`config.mk`:
```
export PLATFORM = sky130hd
export DESIGN_NAME = cce_inst_decode
export DESIGN_NICKNAME = d
export VERILOG_FILES = /design/src/cce_decode_pkg.sv /design/src/cce_inst_stage.sv /design/src/cce_alu_mov_decode.sv /design/src/cce_branch_decode.sv /design/src/cce_decode_output.sv /design/src/cce_inst_decode.sv
export VERILOG_INCLUDE_DIRS = /design/src /design/src/include
export SDC_FILE = /design/constraint.sdc
export NUM_CORES = 1
export LEC_CHECK = 0
export ABC_AREA = 1
export BUFFER_PORTS_ARGS = -buffer_cell sky130_fd_sc_hd__buf_2
export CAP_MARGIN = 20
export CORE_ASPECT_RATIO = 0.6
export CORE_MARGIN = 8
export CORE_UTILIZATION = 48
export CTS_BUF_LIST = sky130_fd_sc_hd__clkbuf_8
export DETAILED_ROUTE_END_ITERATION = 12
export GPL_TIMING_DRIVEN = 1
export PLACE_DENSITY = 0.9
export REMOVE_ABC_BUFFERS = 1
export SYNTH_ARGS = -nofsm -noshare
export SYNTH_HDL_FRONTEND = slang
export SYNTH_SLANG_ARGS = --single-unit
```
`constraint.sdc`:
```
create_clock -name clk_i -period 1.94 [get_ports clk_i]
set_input_delay 0.291 -clock clk_i [delete_from_list [all_inputs] [get_ports clk_i]]
set_output_delay 0.291 -clock clk_i [all_outputs]
set_load 0.02 [all_outputs]
```
`src/include/cce_decode_config.svh`:
```
`ifndef CCE_DECODE_CONFIG_SVH
`define CCE_DECODE_CONFIG_SVH

// microcode PC and instruction word
`define CCE_PC_WIDTH 8
`define CCE_INST_WIDTH 32

// general purpose registers
`define CCE_GPR_NUM 8
`define CCE_GPR_SEL_WIDTH 3

// flag register file
`define CCE_FLAG_NUM 8

// operand select field in the instruction formats
`define CCE_OPD_WIDTH 4

// immediates
`define CCE_IMM16_WIDTH 16
`define CCE_IMM8_WIDTH 8

`endif

```
`src/cce_decode_pkg.sv`:
```
`include "cce_decode_config.svh"

package cce_decode_pkg;

  // major op
  typedef enum logic [2:0] {
    e_op_alu      = 3'd0,
    e_op_branch   = 3'd1,
    e_op_reg_data = 3'd2,
    e_op_flag     = 3'd3
  } op_e;

  // minor ops, one encoding space per major op
  typedef enum logic [3:0] {
    e_add_op, e_sub_op, e_lsh_op, e_rsh_op, e_and_op, e_or_op, e_xor_op,
    e_neg_op, e_addi_op, e_subi_op, e_lshi_op, e_rshi_op, e_not_op
  } alu_minor_e;

  typedef enum logic [3:0] {
    e_beq_op, e_bne_op, e_blt_op, e_ble_op, e_beqi_op
  } branch_minor_e;

  typedef enum logic [3:0] {
    e_mov_op, e_movfg_op, e_movgf_op, e_movi_op
  } reg_data_minor_e;

  // flag branches live in the flag class
  typedef enum logic [3:0] {
    e_sf_op, e_andf_op, e_orf_op, e_nandf_op, e_norf_op, e_notf_op,
    e_bf_op, e_bfz_op, e_bfnz_op, e_bfnot_op
  } flag_minor_e;

  typedef union packed {
    alu_minor_e      alu_minor_op;
    branch_minor_e   branch_minor_op;
    reg_data_minor_e reg_data_minor_op;
    flag_minor_e     flag_minor_op;
  } minor_op_u;

  // op, minor op and the two hint bits sit above the format field
  localparam int inst_type_width_lp = `CCE_INST_WIDTH - $bits(op_e) - $bits(minor_op_u) - 2;
  // target takes the top of the format field, flag mask gets what is left
  localparam int bf_imm_width_lp = inst_type_width_lp - `CCE_PC_WIDTH;

  // dst / src_a always at the bottom, branch target always at the top
  typedef struct packed {
    logic [inst_type_width_lp-3*`CCE_OPD_WIDTH-1:0] pad;
    logic [`CCE_OPD_WIDTH-1:0]                      src_b;
    logic [`CCE_OPD_WIDTH-1:0]                      src_a;
    logic [`CCE_OPD_WIDTH-1:0]                      dst;
  } rtype_t;

  typedef struct packed {
    logic [inst_type_width_lp-`CCE_IMM16_WIDTH-`CCE_OPD_WIDTH-1:0] pad;
    logic [`CCE_IMM16_WIDTH-1:0]                                   imm;
    logic [`CCE_OPD_WIDTH-1:0]                                     dst;
  } itype_t;

  typedef struct packed {
    logic [`CCE_PC_WIDTH-1:0]                                       target;
    logic [inst_type_width_lp-`CCE_PC_WIDTH-2*`CCE_OPD_WIDTH-1:0] pad;
    logic [`CCE_OPD_WIDTH-1:0]                                      src_b;
    logic [`CCE_OPD_WIDTH-1:0]                                      src_a;
  } btype_t;

  typedef struct packed {
    logic [`CCE_PC_WIDTH-1:0]                                             target;
    logic [inst_type_width_lp-`CCE_PC_WIDTH-`CCE_IMM8_WIDTH-`CCE_OPD_WIDTH-1:0] pad;
    logic [`CCE_IMM8_WIDTH-1:0]                                           imm;
    logic [`CCE_OPD_WIDTH-1:0]                                            src_a;
  } bitype_t;

  // mask one bit short of imm16, upper imm bit decodes as zero
  typedef struct packed {
    logic [`CCE_PC_WIDTH-1:0]   target;
    logic [bf_imm_width_lp-1:0] imm;
  } bftype_t;

  typedef union packed {
    rtype_t  rtype;
    itype_t  itype;
    btype_t  btype;
    bitype_t bitype;
    bftype_t bftype;
  } inst_type_u;

  typedef struct packed {
    op_e        op;
    minor_op_u  minor_op;
    logic       branch;
    logic       predict_taken;
    inst_type_u type_u;
  } cce_inst_t;

  typedef enum logic [3:0] {
    e_alu_add, e_alu_sub, e_alu_lsh, e_alu_rsh, e_alu_and, e_alu_or,
    e_alu_xor, e_alu_neg, e_alu_not, e_alu_nand, e_alu_nor
  } alu_op_e;

  typedef enum logic [1:0] {
    e_branch_eq, e_branch_neq, e_branch_lt, e_branch_le
  } branch_op_e;

  typedef enum logic [2:0] {
    e_src_sel_none, e_src_sel_gpr, e_src_sel_imm, e_src_sel_flag,
    e_src_sel_zero, e_src_sel_flags_mask
  } src_sel_e;

  typedef enum logic [1:0] {
    e_dst_sel_none, e_dst_sel_gpr, e_dst_sel_flag
  } dst_sel_e;

  typedef struct packed {
    alu_op_e                     alu_op;
    branch_op_e                  branch_op;
    src_sel_e                    src_a_sel;
    logic [`CCE_OPD_WIDTH-1:0]   src_a;
    src_sel_e                    src_b_sel;
    logic [`CCE_OPD_WIDTH-1:0]   src_b;
    dst_sel_e                    dst_sel;
    logic [`CCE_OPD_WIDTH-1:0]   dst;
    logic [`CCE_IMM16_WIDTH-1:0] imm;
    logic [`CCE_PC_WIDTH-1:0]    branch_target;
  } decode_fields_t;

  typedef struct packed {
    logic                     v;
    logic                     branch;
    logic                     predict_taken;
    op_e                      op;
    decode_fields_t           fields;
    logic [`CCE_GPR_NUM-1:0]  gpr_w_v;
    logic [`CCE_FLAG_NUM-1:0] flag_w_v;
  } decoded_inst_t;

endpackage

```
`src/cce_inst_stage.sv`:
```
`include "cce_decode_config.svh"

module cce_inst_stage (
  input  logic                         clk_i,
  input  logic                         reset_i,
  input  cce_decode_pkg::cce_inst_t    inst_i,
  input  logic [`CCE_PC_WIDTH-1:0]     pc_i,
  input  logic                         inst_v_i,
  input  logic                         stall_i,
  input  logic                         mispredict_i,
  output cce_decode_pkg::cce_inst_t    inst_o,
  output logic [`CCE_PC_WIDTH-1:0]     pc_o,
  output logic                         inst_v_o
);

  cce_decode_pkg::cce_inst_t inst_r;
  logic [`CCE_PC_WIDTH-1:0]  pc_r;
  logic                      inst_v_r;

  always_ff @(posedge clk_i) begin
    if (reset_i) begin
      inst_r   <= '0;
      pc_r     <= '0;
      inst_v_r <= 1'b0;
    end else if (!stall_i) begin
      inst_r <= inst_i;
      pc_r   <= pc_i;
      // fetch is redirected on a mispredict, so the word it hands over is dropped
      inst_v_r <= inst_v_i & ~mispredict_i;
    end
    // stalled: everything holds and the same instruction replays next cycle
  end

  assign inst_o   = inst_r;
  assign pc_o     = pc_r;
  assign inst_v_o = inst_v_r;

endmodule

```
`src/cce_alu_mov_decode.sv`:
```
module cce_alu_mov_decode (
  input  cce_decode_pkg::cce_inst_t      inst_i,
  output cce_decode_pkg::decode_fields_t fields_o
);

  logic known;

  always_comb begin
    fields_o = '0;
    known    = 1'b1;
    case (inst_i.op)
      cce_decode_pkg::e_op_alu: begin
        case (inst_i.minor_op.alu_minor_op)
          cce_decode_pkg::e_add_op, cce_decode_pkg::e_addi_op:
            fields_o.alu_op = cce_decode_pkg::e_alu_add;
          cce_decode_pkg::e_sub_op, cce_decode_pkg::e_subi_op:
            fields_o.alu_op = cce_decode_pkg::e_alu_sub;
          cce_decode_pkg::e_lsh_op, cce_decode_pkg::e_lshi_op:
            fields_o.alu_op = cce_decode_pkg::e_alu_lsh;
          cce_decode_pkg::e_rsh_op, cce_decode_pkg::e_rshi_op:
            fields_o.alu_op = cce_decode_pkg::e_alu_rsh;
          cce_decode_pkg::e_and_op: fields_o.alu_op = cce_decode_pkg::e_alu_and;
          cce_decode_pkg::e_or_op:  fields_o.alu_op = cce_decode_pkg::e_alu_or;
          cce_decode_pkg::e_xor_op: fields_o.alu_op = cce_decode_pkg::e_alu_xor;
          cce_decode_pkg::e_neg_op: fields_o.alu_op = cce_decode_pkg::e_alu_neg;
          cce_decode_pkg::e_not_op: fields_o.alu_op = cce_decode_pkg::e_alu_not;
          default: known = 1'b0;
        endcase
        // dst sits in the same low field for rtype and itype
        fields_o.dst_sel   = cce_decode_pkg::e_dst_sel_gpr;
        fields_o.dst       = inst_i.type_u.rtype.dst;
        fields_o.src_a_sel = cce_decode_pkg::e_src_sel_gpr;
        fields_o.src_a     = inst_i.type_u.rtype.src_a;
        case (inst_i.minor_op.alu_minor_op)
          cce_decode_pkg::e_addi_op, cce_decode_pkg::e_subi_op,
          cce_decode_pkg::e_lshi_op, cce_decode_pkg::e_rshi_op: begin
            fields_o.src_b_sel = cce_decode_pkg::e_src_sel_imm;
            fields_o.imm       = inst_i.type_u.itype.imm;
          end
          // single operand ops
          cce_decode_pkg::e_neg_op, cce_decode_pkg::e_not_op: begin
          end
          default: begin
            fields_o.src_b_sel = cce_decode_pkg::e_src_sel_gpr;
            fields_o.src_b     = inst_i.type_u.rtype.src_b;
          end
        endcase
      end
      cce_decode_pkg::e_op_reg_data: begin
        fields_o.dst_sel   = cce_decode_pkg::e_dst_sel_gpr;
        fields_o.dst       = inst_i.type_u.rtype.dst;
        fields_o.src_a_sel = cce_decode_pkg::e_src_sel_gpr;
        fields_o.src_a     = inst_i.type_u.rtype.src_a;
        case (inst_i.minor_op.reg_data_minor_op)
          cce_decode_pkg::e_mov_op: begin
          end
          cce_decode_pkg::e_movfg_op: fields_o.src_a_sel = cce_decode_pkg::e_src_sel_flag;
          cce_decode_pkg::e_movgf_op: fields_o.dst_sel = cce_decode_pkg::e_dst_sel_flag;
          cce_decode_pkg::e_movi_op: begin
            fields_o.src_a_sel = cce_decode_pkg::e_src_sel_imm;
            fields_o.src_a     = '0;
            fields_o.imm       = inst_i.type_u.itype.imm;
          end
          default: known = 1'b0;
        endcase
      end
      cce_decode_pkg::e_op_flag: begin
        // flag logic results land in a gpr
        fields_o.dst_sel   = cce_decode_pkg::e_dst_sel_gpr;
        fields_o.dst       = inst_i.type_u.rtype.dst;
        fields_o.src_a_sel = cce_decode_pkg::e_src_sel_flag;
        fields_o.src_a     = inst_i.type_u.rtype.src_a;
        fields_o.src_b_sel = cce_decode_pkg::e_src_sel_flag;
        fields_o.src_b     = inst_i.type_u.rtype.src_b;
        case (inst_i.minor_op.flag_minor_op)
          cce_decode_pkg::e_andf_op: fields_o.alu_op = cce_decode_pkg::e_alu_and;
          cce_decode_pkg::e_orf_op:  fields_o.alu_op = cce_decode_pkg::e_alu_or;
          cce_decode_pkg::e_nandf_op: fields_o.alu_op = cce_decode_pkg::e_alu_nand;
          cce_decode_pkg::e_norf_op: fields_o.alu_op = cce_decode_pkg::e_alu_nor;
          cce_decode_pkg::e_notf_op: begin
            fields_o.alu_op    = cce_decode_pkg::e_alu_not;
            fields_o.src_b_sel = cce_decode_pkg::e_src_sel_none;
            fields_o.src_b     = '0;
          end
          cce_decode_pkg::e_sf_op: begin
            // set flag from imm with the flag index in itype dst
            fields_o          = '0;
            fields_o.src_a_sel = cce_decode_pkg::e_src_sel_imm;
            fields_o.imm       = inst_i.type_u.itype.imm;
            fields_o.dst_sel   = cce_decode_pkg::e_dst_sel_flag;
            fields_o.dst       = inst_i.type_u.itype.dst;
          end
          // flag branches belong to the branch decoder
          default: known = 1'b0;
        endcase
      end
      default: known = 1'b0;
    endcase
    if (!known) begin
      fields_o = '0;
    end
  end

endmodule

```
`src/cce_branch_decode.sv`:
```
`include "cce_decode_config.svh"

module cce_branch_decode (
  input  cce_decode_pkg::cce_inst_t      inst_i,
  output cce_decode_pkg::decode_fields_t fields_o
);

  logic known;

  always_comb begin
    fields_o = '0;
    known    = 1'b1;
    case (inst_i.op)
      cce_decode_pkg::e_op_branch: begin
        // target is in the same place for btype and bitype
        fields_o.branch_target = inst_i.type_u.btype.target;
        fields_o.src_a_sel     = cce_decode_pkg::e_src_sel_gpr;
        fields_o.src_a         = inst_i.type_u.btype.src_a;
        fields_o.src_b_sel     = cce_decode_pkg::e_src_sel_gpr;
        fields_o.src_b         = inst_i.type_u.btype.src_b;
        case (inst_i.minor_op.branch_minor_op)
          cce_decode_pkg::e_beq_op: fields_o.branch_op = cce_decode_pkg::e_branch_eq;
          cce_decode_pkg::e_bne_op: fields_o.branch_op = cce_decode_pkg::e_branch_neq;
          cce_decode_pkg::e_blt_op: fields_o.branch_op = cce_decode_pkg::e_branch_lt;
          cce_decode_pkg::e_ble_op: fields_o.branch_op = cce_decode_pkg::e_branch_le;
          cce_decode_pkg::e_beqi_op: begin
            // gpr against imm8
            fields_o.branch_op = cce_decode_pkg::e_branch_eq;
            fields_o.src_b_sel = cce_decode_pkg::e_src_sel_imm;
            fields_o.src_b     = '0;
            fields_o.imm[0+:`CCE_IMM8_WIDTH] = inst_i.type_u.bitype.imm;
          end
          default: known = 1'b0;
        endcase
      end
      cce_decode_pkg::e_op_flag: begin
        // flag branches compare the masked flags against imm or zero
        fields_o.branch_target = inst_i.type_u.bftype.target;
        fields_o.src_a_sel     = cce_decode_pkg::e_src_sel_flags_mask;
        fields_o.imm[0+:cce_decode_pkg::bf_imm_width_lp] = inst_i.type_u.bftype.imm;
        case (inst_i.minor_op.flag_minor_op)
          cce_decode_pkg::e_bf_op: begin
            fields_o.branch_op = cce_decode_pkg::e_branch_eq;
            fields_o.src_b_sel = cce_decode_pkg::e_src_sel_imm;
          end
          cce_decode_pkg::e_bfz_op: begin
            fields_o.branch_op = cce_decode_pkg::e_branch_eq;
            fields_o.src_b_sel = cce_decode_pkg::e_src_sel_zero;
          end
          cce_decode_pkg::e_bfnz_op: begin
            fields_o.branch_op = cce_decode_pkg::e_branch_neq;
            fields_o.src_b_sel = cce_decode_pkg::e_src_sel_zero;
          end
          cce_decode_pkg::e_bfnot_op: begin
            fields_o.branch_op = cce_decode_pkg::e_branch_neq;
            fields_o.src_b_sel = cce_decode_pkg::e_src_sel_imm;
          end
          // flag logic ops go through the alu decoder
          default: known = 1'b0;
        endcase
      end
      default: known = 1'b0;
    endcase
    if (!known) begin
      fields_o = '0;
    end
  end

endmodule

```
`src/cce_decode_output.sv`:
```
`include "cce_decode_config.svh"

module cce_decode_output (
  input  cce_decode_pkg::cce_inst_t      inst_i,
  input  logic                           inst_v_i,
  input  cce_decode_pkg::decode_fields_t alu_fields_i,
  input  cce_decode_pkg::decode_fields_t branch_fields_i,
  output cce_decode_pkg::decoded_inst_t  decoded_inst_o
);

  localparam int flag_sel_width_lp = $clog2(`CCE_FLAG_NUM);

  cce_decode_pkg::decode_fields_t fields;
  logic                           gpr_dst;
  logic                           flag_dst;

  // each decoder is all zero outside its own class, so OR is a clean merge
  assign fields = alu_fields_i | branch_fields_i;

  assign gpr_dst  = (fields.dst_sel == cce_decode_pkg::e_dst_sel_gpr);
  assign flag_dst = (fields.dst_sel == cce_decode_pkg::e_dst_sel_flag);

  always_comb begin
    decoded_inst_o = '0;
    // a squashed or empty slot decodes to nothing
    if (inst_v_i) begin
      decoded_inst_o.v             = 1'b1;
      decoded_inst_o.branch        = inst_i.branch;
      decoded_inst_o.predict_taken = inst_i.predict_taken;
      decoded_inst_o.op            = inst_i.op;
      decoded_inst_o.fields        = fields;
      // one-hot write enables from the low bits of dst
      decoded_inst_o.gpr_w_v[fields.dst[`CCE_GPR_SEL_WIDTH-1:0]] = gpr_dst;
      decoded_inst_o.flag_w_v[fields.dst[flag_sel_width_lp-1:0]] = flag_dst;
    end
  end

endmodule

```
`src/cce_inst_decode.sv`:
```
`include "cce_decode_config.svh"

module cce_inst_decode (
  input  logic                          clk_i,
  input  logic                          reset_i,
  input  cce_decode_pkg::cce_inst_t     inst_i,
  input  logic [`CCE_PC_WIDTH-1:0]      pc_i,
  input  logic                          inst_v_i,
  input  logic                          stall_i,
  input  logic                          mispredict_i,
  output cce_decode_pkg::decoded_inst_t decoded_inst_o,
  output logic [`CCE_PC_WIDTH-1:0]      pc_o
);

  // execute stage instruction and valid bit
  cce_decode_pkg::cce_inst_t      inst_r;
  logic                           inst_v_r;

  // per-class decode results
  cce_decode_pkg::decode_fields_t alu_fields;
  cce_decode_pkg::decode_fields_t branch_fields;

  cce_inst_stage i_cce_inst_stage (
    .clk_i        (clk_i),
    .reset_i      (reset_i),
    .inst_i       (inst_i),
    .pc_i         (pc_i),
    .inst_v_i     (inst_v_i),
    .stall_i      (stall_i),
    .mispredict_i (mispredict_i),
    .inst_o       (inst_r),
    .pc_o         (pc_o),
    .inst_v_o     (inst_v_r)
  );

  cce_alu_mov_decode i_cce_alu_mov_decode (
    .inst_i   (inst_r),
    .fields_o (alu_fields)
  );

  cce_branch_decode i_cce_branch_decode (
    .inst_i   (inst_r),
    .fields_o (branch_fields)
  );

  // only the output side looks at the valid bit
  cce_decode_output i_cce_decode_output (
    .inst_i          (inst_r),
    .inst_v_i        (inst_v_r),
    .alu_fields_i    (alu_fields),
    .branch_fields_i (branch_fields),
    .decoded_inst_o  (decoded_inst_o)
  );

endmodule

```
## After elaboration in Yosys (flattened, before gate mapping)

Cells that the tools add are included.

| word-level totals | value |
|---|---|
| bits in registers | 41 |
| input port bits | 45 |
| logic and storage cells | 90 |

| operators by class | value |
|---|---|
| $lt $le $gt $ge | 2 |
| equal/unequal tests | 17 |
| muxes and demuxes | 41 |
| bitwise logic cells | 5 |
| reduce and logical (&&, ||, !) cells | 18 |

Operators with widths:

| cell | count |
|---|---|
| $mux 72 | 1 |
| $pmux 22 s3 | 1 |
| $mux 50 | 1 |
| $or 50x46->50 | 1 |
| $mux 46 | 1 |
| $mux 16 | 2 |
| $pmux 16 s2 | 1 |
| $pmux 4 s8 | 1 |
| $mux 30 | 1 |
| $pmux 7 s3 | 1 |
| $eq 4x4->1 const B | 5 |
| $pmux 4 s5 | 1 |
| $and 8x8->8 | 2 |
| $eq 4x3->1 const B | 4 |
| $mux 4 | 4 |
| $mux 8 | 2 |
| $reduce_or 2->1 | 8 |
| $pmux 7 s2 | 1 |
| $reduce_or 13->1 | 1 |
| $mux 6 | 2 |
| $pmux 3 s2 | 2 |
| $reduce_or 4->1 | 3 |
| $reduce_or 6->1 | 2 |
| $pmux 5 s2 | 1 |
| 24 further kinds | 34 |

## Longest topological paths before layout

| depth | value |
|---|---|
| depth in word-level cells | 12 |
| mapped depth | 9 |
| depth with buffers taken out | 8 |

## Hierarchy

A second synthesis with hierarchy kept.

| second synthesis, totals | value |
|---|---|
| cell total of the unflattened synthesis | 672 |
| area, all modules | 3890.0 um^2 |

Modules (own cells, without submodules):

| module | instances | cells each | area an instance (um^2) | sequential area each (um^2) |
|---|---|---|---|---|
| cce_inst_stage | 1 | 181 | 1407.6 | 820.8 |
| cce_alu_mov_decode | 1 | 204 | 1023.5 | 0.0 |
| cce_decode_output | 1 | 159 | 745.7 | 0.0 |
| cce_branch_decode | 1 | 128 | 713.2 | 0.0 |

## Worst setup path before layout

No wires, ideal clock.

| timing path | value |
|---|---|
| kind | register -> output |
| start point | register i_cce_inst_stage.inst_o[31] (netlist name) |
| end point | output decoded_inst_o[46] (netlist bit) |
| arrival time | 1.558 ns |
| required time | 1.649 ns |
| path slack | 0.091 ns |
| stages on the path, launching flop included | 9 |
| path buffers | 1 |
| cells stage by stage | dfxtp_1 inv_1 nand2_1 nor2_1 buf_2 nand2_1 o21ai_1 nand2_1 o21ai_0 |

RTL lines:

| element | RTL line | RTL |
|---|---|---|
| end: declaration | cce_inst_decode.sv:11 | `output cce_decode_pkg::decoded_inst_t decoded_inst_o,` |

==> summary.md <==
The run finished, with violations left. The final reports fail on negative setup slack. The worst register-to-register path begins at i_cce_inst_stage.inst_v_o. Setup violations remaining at the end of the flow were counted as 64.

The initial antenna violation count is 0. STA classifies the critical path startpoint as a register. Power spread over the standard cell area amounts to 508 mW/mm^2.

The count of endpoints failing hold in the final timing report was 0; the post-placement setup slack was 0.000639 ns. The synthesized netlist contains 26 unique library cells. The summed area of non-filler cells in the final layout was 0.00470 mm^2.

Number of buffer cells added on primary ports: 124. The number of flip-flops and latches in the synthesized netlist works out to 41. By startpoint and endpoint, the worst setup path is classified as register to primary output. The worst hold path was traced through 2 stages. The total power draw was 0.00239 W. The final non-filler cell total came out at 663. The number of enable flip-flop cells after synthesis was 0. Leaving out fill and tap cells, the most frequent cell in the layout is buf_4. For the count of final max-slew check failures, the log shows 0.

The tools report the summed instance area of the synthesized netlist as 0.00261 mm^2. The clock-pin slew of the registers on the worst-case setup and hold paths is 0.09 ns. The share of total power dissipated in sequential elements is 40.9%. Endpoint of the worst-slack reg-to-reg timing path: i_cce_inst_stage.inst_v_o. The minimum clock period after layout came out at 2.31 ns. The count of maximum capacitance violations is 0, and the final worst slack is -0.366 ns. Including well taps, the total number of placed cells is 626. STA classifies the critical path endpoint as a primary output. Hold-critical path endpoint: i_cce_inst_stage.inst_v_o. Summed over all layers, the global routing overflow is 0. Clock tree synthesis selected as its root buffer the cell clkbuf_8.

The clock reaches the later pin of the worst-skew pair after 0.31 ns. For this block, the routed nets add up to 13900 um of wire. Yosys printed 0 warnings. In the layout the commonest cells are buf_4 (61), nor2_1 (59), buf_2 (59), buf_6 (57), nand3_1 (45). Synthesis produced 434 cells.

The region available for standard cell placement spans 0.00515 mm^2. The number of search-and-repair iterations in the first detailed-routing pass is 8, and the fraction of power spent switching nets is 38.7%. After detailed routing, the number of vias per cell comes to 6.20.

Worst hold path class: input pin to register. The worst-case IR drop observed on VDD is 0.330 mV. The top fanout value on the critical path is 8. The sum of net half-perimeters after detailed placement is 7160 um, and the maximum clock path buffer count is 2. The initial utilization of the core area, before any placement, comes to 50.7%. After synthesis, flip-flops and latches occupy 31.4% of the total area. The total track usage is 25.1%. The number of buffers inserted during clock tree synthesis was 5. The y dimension of the die came out at 73.1 um. The tools report the total cell area at the placement stage as 0.00342 mm^2. TritonCTS built the clock tree. Measured in cells, the most critical reg-to-reg path has a length of 2. STA puts the critical path data arrival time at 2.01 ns. The maximum number of pins on one net before global-route repair was 40.

125 I/O pins were placed. From synthesis to final layout, the design area changed by 80.1%. For the number of nets still failing antenna checks after routing, the log shows 0. The final route contains 4111 vias.

The hold-fix buffer count after cts is 0. The startpoint identified for the worst hold timing path is reset_i. The H-tree generated during clock tree synthesis spans 2 levels. Of all flip-flops after synthesis, the portion carrying an async set or reset was 0%. Setup repair after global routing could not meet its margin everywhere. At the pin with the least slew margin, the transition time is 0.705 ns.

The proportion of power drawn by combinational gates came out at 33.6%. The final setup TNS came out at -14.04 ns. In this run the core area contains 20 standard-cell rows. The clock group share of total power is 25.4%, and the worst path required time is 1.65 ns. For flop-to-flop paths, the worst setup slack is 0.79 ns. The worst path uses 119% of the clock period.

In the final design database the tool counted 641 nets. The sequential cells in the finished layout cover a total of 843 um^2. The analysis attributes to net switching a power of 0.000924 W. The tools report the antenna diode count as 0. The most used flip-flop cell after synthesis is dfxtp_1.

After detailed routing, the average wire length per cell comes to 20.9 um. Summing all multi-input logic gate instances after layout gives 0.00204 mm^2. Counting the fill cells in the layout gives 210. At the end of routability-driven placement, the weighted congestion stood at 0.962. For this block, the initial DRC count from the detailed router was 696. The logs give 17000 um for the wire length of the first global-routing pass and 0.00813 mm^2 for the full die area. Based on the critical path, the design can be clocked at up to 434 MHz.

The tools report the number of global-route vias before repair as 3389. Averaged over all synthesized cells, the footprint is 6.02 um^2. In the routed design, unresolved DRC markers number 0. Headroom to the max-slew limit came out at 53.0%.

Number of clock sinks: 41. From left edge to right edge, the die measures 111 um. In the final layout, the share of cells above drive strength 1 is 51.1%.

In this run the static leakage power is 2.21 nW. The logs give 0.00146 W for the internal power contribution and 0 ns for the worst clock skew.
[logic make-up (layout without fill, tap and decap cells)]
logic type | count (synthesis) | in the layout | synth area share (%)
flops | 41 | 41 | 31.4
compound gates | 88 | 88 | 17.3
buf+inv | 70 | 232 | 11.0
simple gates | 235 | 236 | 40.2
[metal layers]
layer  global-route usage, %  vias up  wire length, um
met1                    32.1     1838             5070
met4                    5.29        0              818
met2                    40.3      425             6160
met3                    7.96      104             1840
li1                        -     1744                -
met5                       0        -                0
[through the flow]
step	utilization, %	hold WS [ns]
2_1_floorplan	-	0.369
3_3_place_gp	66.4	0.443
3_5_place_dp	66.4	0.448
4_1_cts	77.0	0.156
5_1_grt	91.2	0.139
6_report	91.2	0.146
[power by group through the flow]
| stage | combinational, W | clock, W | sequential, W |
|---|---|---|---|
| after global placement | 0.000493 | 0 | 0.000974 |
| after floorplan | 0.000246 | 0 | 0.000993 |
| after detailed placement | 0.000500 | 0 | 0.000977 |
| after CTS | 0.000593 | 0.000579 | 0.000961 |
| after global routing | 0.000845 | 0.000633 | 0.000981 |
| final | 0.000803 | 0.000607 | 0.000977 |
[Yosys cell counts, types with 2 or more instances]
cell	number	area share, %
nand4_1	8	1.9
nand2_1	66	9.5
nand2_2	5	1.2
buf_4	2	0.57
dfxtp_1	41	31
o21ai_1	4	0.77
clkbuf_1	23	3.3
a21oi_1	34	6.5
nor2_2	2	0.48
o21ai_0	45	8.6
nor2_4	3	1.3
inv_1	37	5.3
nand3_1	56	11
nand3_2	5	1.9
inv_2	5	0.72
nor2_1	87	13
buf_6	2	0.86
[sequential cells by signal, summed over array words and instances (netlist names)]
signal,count
i_cce_inst_stage.pc_o,8
i_cce_inst_stage.inst_o,32
i_cce_inst_stage.inst_v_o,1
[repair_timing]
| action | 4_1_cts | 5_1_grt |
|---|---|---|
| setup buffers | 10 | 18 |
| setup endpoints to repair | 62 | 65 |
| pin swaps | 23 | 24 |
| gates resized for setup | 126 | 154 |
| cloned | 2 | 1 |
[worst max-delay path: stages, from the launching register on]
cell and delay [ns]:
dfxtp_2 0.36, nor2_2 0.17, nand2_2 0.11, inv_4 0.12
buf_4 0.12, nand2_1 0.13, nand3_4 0.19, nand2_1 0.11
a21oi_1 0.22, buf_4 0.19
[layout make-up]
cell class                 count  area share [%]
timing repair buffer         181            31.3
clock inverter                 3           0.399
tap                           66            1.76
multi-input combinational    324            43.3
timing repair inverter         1          0.0798
inverter                      42            3.83
clock buffer                   5            1.46
sequential                    41            17.9
[worst max path at each step]
| stage | cells after the start | to | startpoint | slack, ns |
|---|---|---|---|---|
| 4_1_cts | 10 | decoded_inst_o[1] | i_cce_inst_stage.inst_o[28] | -0.14 |
| 5_1_grt | 11 | decoded_inst_o[7] | i_cce_inst_stage.inst_o[31] | -0.42 |
| 2_1_floorplan | 2 | decoded_inst_o[61] | i_cce_inst_stage.inst_v_o | -0.88 |
| 3_5_place_dp | 9 | decoded_inst_o[5] | i_cce_inst_stage.inst_o[26] | 0.0006 |
| 6_report | 9 | decoded_inst_o[32] | i_cce_inst_stage.inst_o[31] | -0.37 |
| 3_3_place_gp | 9 | decoded_inst_o[5] | i_cce_inst_stage.inst_o[26] | -0.01 |
Note: power is estimated with default switching activity, not from simulation.
